===== src/logic/spi_pkg.sv =====
`default_nettype none

package spi_pkg;

  // a command is the direction flag, the register address and the write data
  localparam int cmd_width = 12;

  // byte returned by the peripheral after a read command
  localparam int read_width = 8;

  // clk cycles per sclk half period, so sclk runs at clk/10
  localparam int sclk_half_div = 5;

  // the peripheral has eight registers behind the 3-bit address
  localparam int reg_count = 8;

  // bit 11 is the direction flag, set for a write
  typedef struct packed {
    logic       write;
    logic [2:0] addr;
    logic [7:0] data;
  } spi_cmd_t;

  // pins driven by the master toward the peripheral
  typedef struct packed {
    logic sclk;
    logic cs_n;
    logic mosi;
  } spi_bus_t;

endpackage

`default_nettype wire


===== src/logic/spi_sclk_gen.sv =====
`timescale 1ns/100ps
`default_nettype none

module spi_sclk_gen (
  input  wire  clk,
  input  wire  rst_n,
  input  wire  sclk_run,
  output logic sclk,
  output logic sclk_rise,
  output logic sclk_fall
);
  import spi_pkg::*;

  localparam int half_width = $clog2(sclk_half_div);

  logic [half_width-1:0] half_cnt;
  logic                  toggle;

  // the last cycle of a half period
  assign toggle = sclk_run && (half_cnt == half_width'(sclk_half_div - 1));

  // strobes are registered together with sclk, so they are high in the
  // cycle right after the matching sclk edge
  always_ff @(posedge clk or negedge rst_n)
  begin
    if (!rst_n)
    begin
      half_cnt  <= '0;
      sclk      <= 1'b0;
      sclk_rise <= 1'b0;
      sclk_fall <= 1'b0;
    end
    else if (!sclk_run)
    begin
      // idle phase is fixed so every transfer starts the same way
      half_cnt  <= '0;
      sclk      <= 1'b0;
      sclk_rise <= 1'b0;
      sclk_fall <= 1'b0;
    end
    else
    begin
      sclk_rise <= toggle && !sclk;
      sclk_fall <= toggle && sclk;
      if (toggle)
      begin
        half_cnt <= '0;
        sclk     <= ~sclk;
      end
      else
      begin
        half_cnt <= half_cnt + 1'b1;
      end
    end
  end

  strobe_exclusive: assert property (@(posedge clk) disable iff (!rst_n)
    !(sclk_rise && sclk_fall))
    else $error("sclk rise and fall strobes high in the same cycle");

  sclk_low_when_stopped: assert property (@(posedge clk) disable iff (!rst_n)
    !sclk_run |-> !sclk)
    else $error("sclk high while the divider is stopped");

endmodule

`default_nettype wire


===== src/logic/spi_xfer_ctrl.sv =====
`timescale 1ns/100ps
`default_nettype none

module spi_xfer_ctrl (
  input  wire                   clk,
  input  wire                   rst_n,
  input  wire spi_pkg::spi_cmd_t cmd_in,
  input  wire                   cmd_vld,
  output logic                  cmd_rdy,
  input  wire                   sclk,
  input  wire                   sclk_rise,
  input  wire                   sclk_fall,
  output logic                  sclk_run,
  output spi_pkg::spi_bus_t     spi,
  input  wire                   miso,
  output logic                  read_vld,
  output logic [7:0]            read_data
);
  import spi_pkg::*;

  localparam int bit_total_max = cmd_width + read_width;
  localparam int cnt_width     = $clog2(bit_total_max + 1);
  localparam int dly_width     = $clog2(sclk_half_div);

  typedef enum logic [1:0] {
    st_idle,
    st_lead,
    st_shift,
    st_guard
  } state_t;

  state_t                state;
  spi_cmd_t              cmd_buf;
  logic [cmd_width-1:0]  tx_shift;
  logic [read_width-1:0] rx_shift;
  logic [cnt_width-1:0]  bit_cnt;
  logic [cnt_width-1:0]  bit_total;
  logic [dly_width-1:0]  dly_cnt;
  logic                  cs_n;
  logic                  accept;
  logic                  dly_done;
  logic                  xfer_done;

  assign cmd_rdy = (state == st_idle);
  assign accept  = cmd_vld && cmd_rdy;

  // a write only sends the command, a read adds one byte back
  assign bit_total = cmd_buf.write ? cnt_width'(cmd_width) : cnt_width'(bit_total_max);

  // shared by the lead-in and the guard time, both one sclk half period
  assign dly_done = (dly_cnt == dly_width'(sclk_half_div - 1));

  // the falling edge after the last sampled bit closes the transfer
  assign xfer_done = (state == st_shift) && sclk_fall && (bit_cnt == bit_total);

  always_ff @(posedge clk or negedge rst_n)
  begin
    if (!rst_n)
    begin
      state     <= st_idle;
      cs_n      <= 1'b1;
      sclk_run  <= 1'b0;
      bit_cnt   <= '0;
      dly_cnt   <= '0;
      read_vld  <= 1'b0;
      read_data <= '0;
    end
    else
    begin
      read_vld <= 1'b0;
      case (state)
        st_idle:
        begin
          if (accept)
          begin
            state   <= st_lead;
            cs_n    <= 1'b0;
            dly_cnt <= '0;
            bit_cnt <= '0;
          end
        end
        st_lead:
        begin
          if (dly_done)
          begin
            state    <= st_shift;
            sclk_run <= 1'b1;
          end
          else
          begin
            dly_cnt <= dly_cnt + 1'b1;
          end
        end
        st_shift:
        begin
          // bit_cnt counts sampled bits, i.e. rising edges seen so far
          if (sclk_rise)
          begin
            bit_cnt <= bit_cnt + 1'b1;
          end
          else if (xfer_done)
          begin
            state    <= st_guard;
            cs_n     <= 1'b1;
            sclk_run <= 1'b0;
            dly_cnt  <= '0;
            if (!cmd_buf.write)
            begin
              read_vld  <= 1'b1;
              read_data <= rx_shift;
            end
          end
        end
        st_guard:
        begin
          if (dly_done)
          begin
            state <= st_idle;
          end
          else
          begin
            dly_cnt <= dly_cnt + 1'b1;
          end
        end
        default:
        begin
          state <= st_idle;
        end
      endcase
    end
  end

  // zero fill drives mosi low once the command has gone out
  always_ff @(posedge clk)
  begin
    if (accept)
    begin
      cmd_buf  <= cmd_in;
      tx_shift <= cmd_in;
    end
    else if (state == st_shift && sclk_fall)
    begin
      tx_shift <= {tx_shift[cmd_width-2:0], 1'b0};
    end

    if (state == st_shift && sclk_rise && bit_cnt >= cmd_width)
    begin
      rx_shift <= {rx_shift[read_width-2:0], miso};
    end
  end

  assign spi.sclk = sclk;
  assign spi.cs_n = cs_n;
  assign spi.mosi = ~cs_n & tx_shift[cmd_width-1];

  sclk_only_when_selected: assert property (@(posedge clk) disable iff (!rst_n)
    cs_n |-> !sclk_run)
    else $error("sclk divider running while cs_n is high");

  read_vld_for_reads: assert property (@(posedge clk) disable iff (!rst_n)
    read_vld |-> !cmd_buf.write)
    else $error("read_vld raised for a write command");

  busy_while_selected: assert property (@(posedge clk) disable iff (!rst_n)
    !cs_n |-> !cmd_rdy)
    else $error("cmd_rdy high during a transfer");

endmodule

`default_nettype wire


===== src/logic/spi_cmd_master.sv =====
`timescale 1ns/100ps
`default_nettype none

module spi_cmd_master (
  input  wire                            clk,
  input  wire                            rst_n,
  input  wire spi_pkg::spi_cmd_t          cmd_in,
  input  wire                            cmd_vld,
  output logic                           cmd_rdy,
  output spi_pkg::spi_bus_t              spi,
  input  wire                            miso,
  output logic                           read_vld,
  output logic [spi_pkg::read_width-1:0] read_data
);

  logic sclk_run;
  logic sclk;
  logic sclk_rise;
  logic sclk_fall;

  spi_sclk_gen spi_sclk_gen_inst (
    .clk       (clk),
    .rst_n     (rst_n),
    .sclk_run  (sclk_run),
    .sclk      (sclk),
    .sclk_rise (sclk_rise),
    .sclk_fall (sclk_fall)
  );

  spi_xfer_ctrl spi_xfer_ctrl_inst (
    .clk       (clk),
    .rst_n     (rst_n),
    .cmd_in    (cmd_in),
    .cmd_vld   (cmd_vld),
    .cmd_rdy   (cmd_rdy),
    .sclk      (sclk),
    .sclk_rise (sclk_rise),
    .sclk_fall (sclk_fall),
    .sclk_run  (sclk_run),
    .spi       (spi),
    .miso      (miso),
    .read_vld  (read_vld),
    .read_data (read_data)
  );

endmodule

`default_nettype wire


===== config.mk =====
export PLATFORM = sky130hd
export DESIGN_NAME = spi_cmd_master
export DESIGN_NICKNAME = d
export VERILOG_FILES = /design/src/logic/spi_pkg.sv /design/src/logic/spi_sclk_gen.sv /design/src/logic/spi_xfer_ctrl.sv /design/src/logic/spi_cmd_master.sv
export SDC_FILE = /design/constraint.sdc
export NUM_CORES = 1
export LEC_CHECK = 0
export ABC_AREA = 1
export BUFFER_PORTS_ARGS = -buffer_cell sky130_fd_sc_hd__buf_2
export CORE_ASPECT_RATIO = 1.25
export CORE_MARGIN = 4
export CORE_UTILIZATION = 28
export CTS_BUF_LIST = sky130_fd_sc_hd__clkbuf_2
export CTS_CLUSTER_SIZE = 25
export DETAILED_ROUTE_END_ITERATION = 16
export GPL_TIMING_DRIVEN = 0
export PLACE_DENSITY = 0.55
export SETUP_SLACK_MARGIN = 0.15
export SLEW_MARGIN = 20
export SYNTH_ARGS = -nofsm -noshare
export SYNTH_HDL_FRONTEND = slang
export SYNTH_SLANG_ARGS = --single-unit
export TNS_END_PERCENT = 50

===== constraint.sdc =====
create_clock -name clk -period 1.59 [get_ports clk]
set_input_delay 0.2385 -clock clk [delete_from_list [all_inputs] [get_ports clk]]
set_output_delay 0.2385 -clock clk [all_outputs]
set_load 0.01 [all_outputs]

==> flow_summary.json <==
{
  "drt_wl_total_mm": 4.27,
  "fp.coreArea_sq_um": 7840,
  "ys.flop_type": "dfrtp_1",
  "avgSynthCellArea_sq_um": 9.70,
  "grt_max_degree": 28,
  "total_power_uw": 4460,
  "p_per_area_nw_per_um2": 1480,
  "grt.overflow.total": 0,
  "synth-edff-count": 21,
  "ys_warn_count": 0,
  "worstSetupPathType": "reg -> reg",
  "hp-class": "in -> reg",
  "maxClockFrequency_mhz": 637,
  "hold_ws_ns": 0.0517,
  "worstSetupEndpointType": "flip-flop",
  "slowest_stage": "dfrtp_1",
  "cp-endpoint": "spi_xfer_ctrl_inst.read_data[2]$_DFFE_PN0P_",
  "htreeDepth": 2,
  "synth_cell_types": 28,
  "drv_cap": 0,
  "nets": 315,
  "syn_inst": 234,
  "drt_iter0_drc": 61,
  "cts.sinks": 48,
  "clkTransAtPathRegs_ns": 0.26,
  "synthArstFlopShare_pct": 56.3,
  "cp_max_fo": 8,
  "tns_ns": 0,
  "relSlewSlack_pct": 58.6,
  "clock_skew_ns": 0.0221,
  "grt_pass1_wl_mm": 7.01,
  "r2r_end": "spi_xfer_ctrl_inst.read_data[2]$_DFFE_PN0P_",
  "vias": 1683,
  "area_growth_pct": 32.3,
  "viasPerCell": 4.38,
  "start_util_pct": 29.0,
  "cts_tree": "built",
  "synth_seq_cells": 48,
  "startpoint": "spi_xfer_ctrl_inst.state[0]$_DFFE_PN0P_",
  "die_w_um": 88.6,
  "seq_area_frac_synth_pct": 57.6,
  "worst_slew_pin_slew_ns": 0.621,
  "hold_viol_final": 0,
  "clock_path_buffers": 2,
  "drive_gt1_share_pct": 35.3,
  "die_h_um": 109,
  "post-route-min-period_ns": 1.57,
  "hpwl_mm": 2.89,
  "start_kind": "flip-flop",
  "drtPass1Iterations": 4,
  "setup_ws_ns": 0.0201,
  "postRouteAntennaNets": 0,
  "port_buffers": 28,
  "wl_per_cell_um": 11.1,
  "ir_drop_mv": 0.744,
  "leakagePower_uw": 0.00146,
  "antenna_found_initial": 0,
  "rows": 36,
  "required_ns": 1.95,
  "io_pins": 29,
  "post-route-period-util_pct": 98.7,
  "cts_buffers": 5,
  "post-place-ws_ns": -0.0802,
  "syn_area_sq_um": 2270,
  "status": "complete, no violations",
  "r2r-start": "spi_xfer_ctrl_inst.state[0]$_DFFE_PN0P_",
  "r2r_setup_slack_ns": 0.02,
  "die_area_sq_um": 9620,
  "slew_violations": 0,
  "insertion_delay_ns": 0.42,
  "gp_congestion": 0.765,
  "cts-root-buf": "clkbuf_2",
  "n_antenna_cell": 0,
  "crit_chain": "inv_2, ha_4, buf_8, nand2_8, nor2_8, nand3_4, nor2_8, inv_6, nand2_1, nand2_1",
  "synthesis.nets": 261,
  "rsz0062_at_grt": "yes",
  "drc": 0,
  "grt_pass1_vias": 1516,
  "track_usage_pct": 9.33,
  "max_stage_delay_ns": 0.46,
  "arrival_ns": 1.93,
  "setup_viol_count_final": 0,
  "rr_worst_depth": 10,
  "utilization_pct": 38.3
}
[worst max-delay path: cells and delay by family, from the launching register on]
kind	cells	cell delay, ns
fa+ha+maj	1	0.14
buf+inv	3	0.31
flops	1	0.46
simple gates	6	0.59
[per-stage QoR]
step | std cells | area (sq um)
floorplan | 234 | 2340
global placement | 357 | 2600
detailed placement | 357 | 2600
CTS | 378 | 2870
global route | 384 | 3010
finish | 384 | 3010
[repair_timing]
item,4_1_cts,5_1_grt
cloned,1,0
setup buffers,9,6
setup endpoints to repair,53,54
pin swaps,4,10
hold endpoints to repair,28,0
hold buffers,3,0
resized for setup,17,30
[metal layers]
layer	GRT usage, %	part of all wire [%]
met1	12.0	45
met2	14.8	48
met3	2.49	4.6
met4	3.67	2.5
met5	0	0
[cell type report]
cell class | count | area [sq um]
buffer | 7 | 75.1
clock buffer | 5 | 25.0
clock inverter | 3 | 68.8
fill | 796 | 4830
inverter | 27 | 106
multi-input combinational | 153 | 993
sequential | 48 | 1310
tap | 95 | 119
timing repair buffer | 46 | 309
[cell families (layout without fill, tap and decap cells)]
kind of cell / count (synthesis) / count (layout) / synth area share, %
XOR/XNOR: 3 / 3 / 1.16
AO/OA/AOI/OAI: 15 / 15 / 3.86
flip-flops: 48 / 48 / 57.6
adder cells (fa/ha/maj): 11 / 11 / 6.06
AND/OR/NAND/NOR: 123 / 124 / 24.4
buffers and inverters: 34 / 88 / 6.94
[Yosys cell counts, types with 3 or more instances]
cell type	instances	area, sq um
xnor2_1	3	26.3
a21oi_1	5	25.0
ha_1	11	138
inv_1	26	97.6
nor2_1	11	41.3
nand2_1	89	334
edfxtp_1	21	631
o21ai_0	4	20.0
nand3_1	10	50.1
nand4_1	3	18.8
dfrtp_1	26	651
[report_power, final]
group	switching (uW)	total (uW)	leakage, uW	internal (uW)
sequential	153	1730	0.000547	1580
clock	407	835	0.0000536	429
combinational	1030	1890	0.000857	864
[layout by cell type, fill, tap and decap left out, types with 2 or more instances in the layout]
cell type / n
nand2_1: 71
buf_2: 26
dfrtp_1: 25
inv_1: 23
edfxtp_1: 21
nand2_2: 16
buf_4: 14
nand3_1: 10
nor2_1: 8
buf_6: 8
ha_1: 8
clkbuf_2: 5
inv_2: 3
nand2_4: 3
nand2_8: 3
xnor2_1: 3
nand4_1: 3
dlygate4sd3_1: 3
o21ai_0: 2
a21oi_4: 2
nor2_2: 2
nor2_8: 2
o211ai_1: 2
o21ai_1: 2
a21oi_2: 2
inv_6: 2
nor2_4: 2
ha_4: 2
bufinv_16: 2
[sequential cells by signal, indices dropped and copies added, names as in the netlist]
signal,flops
spi_xfer_ctrl_inst.tx_shift,12
spi_sclk_gen_inst.sclk,1
spi_sclk_gen_inst.half_cnt,3
spi_xfer_ctrl_inst.state,2
spi_sclk_gen_inst.sclk_fall,1
spi_xfer_ctrl_inst.read_data,8
spi_sclk_gen_inst.sclk_rise,1
spi_xfer_ctrl_inst.dly_cnt,3
spi_xfer_ctrl_inst.read_vld,1
spi_xfer_ctrl_inst.cs_n,1
spi_xfer_ctrl_inst.rx_shift,8
spi_xfer_ctrl_inst.sclk_run,1
spi_xfer_ctrl_inst.bit_cnt,5
spi_xfer_ctrl_inst.cmd_buf,1
[worst min-delay path by stage]
stage / cells past startpoint / slack [ns] / from / endpoint
2_1_floorplan: 0 / -0.06 / rst_n / spi_sclk_gen_inst.half_cnt[0]$_DFF_PN0_
3_3_place_gp: 1 / 0.30 / rst_n / spi_xfer_ctrl_inst.read_data[3]$_DFFE_PN0P_
3_5_place_dp: 1 / 0.30 / rst_n / spi_xfer_ctrl_inst.read_data[3]$_DFFE_PN0P_
4_1_cts: 3 / 0.04 / cmd_in[7] / spi_xfer_ctrl_inst.tx_shift[7]$_DFFE_PP_
5_1_grt: 3 / 0.02 / cmd_in[5] / spi_xfer_ctrl_inst.tx_shift[5]$_DFFE_PP_
6_report: 3 / 0.05 / cmd_in[7] / spi_xfer_ctrl_inst.tx_shift[7]$_DFFE_PP_
(Power assumes the default switching activity.)
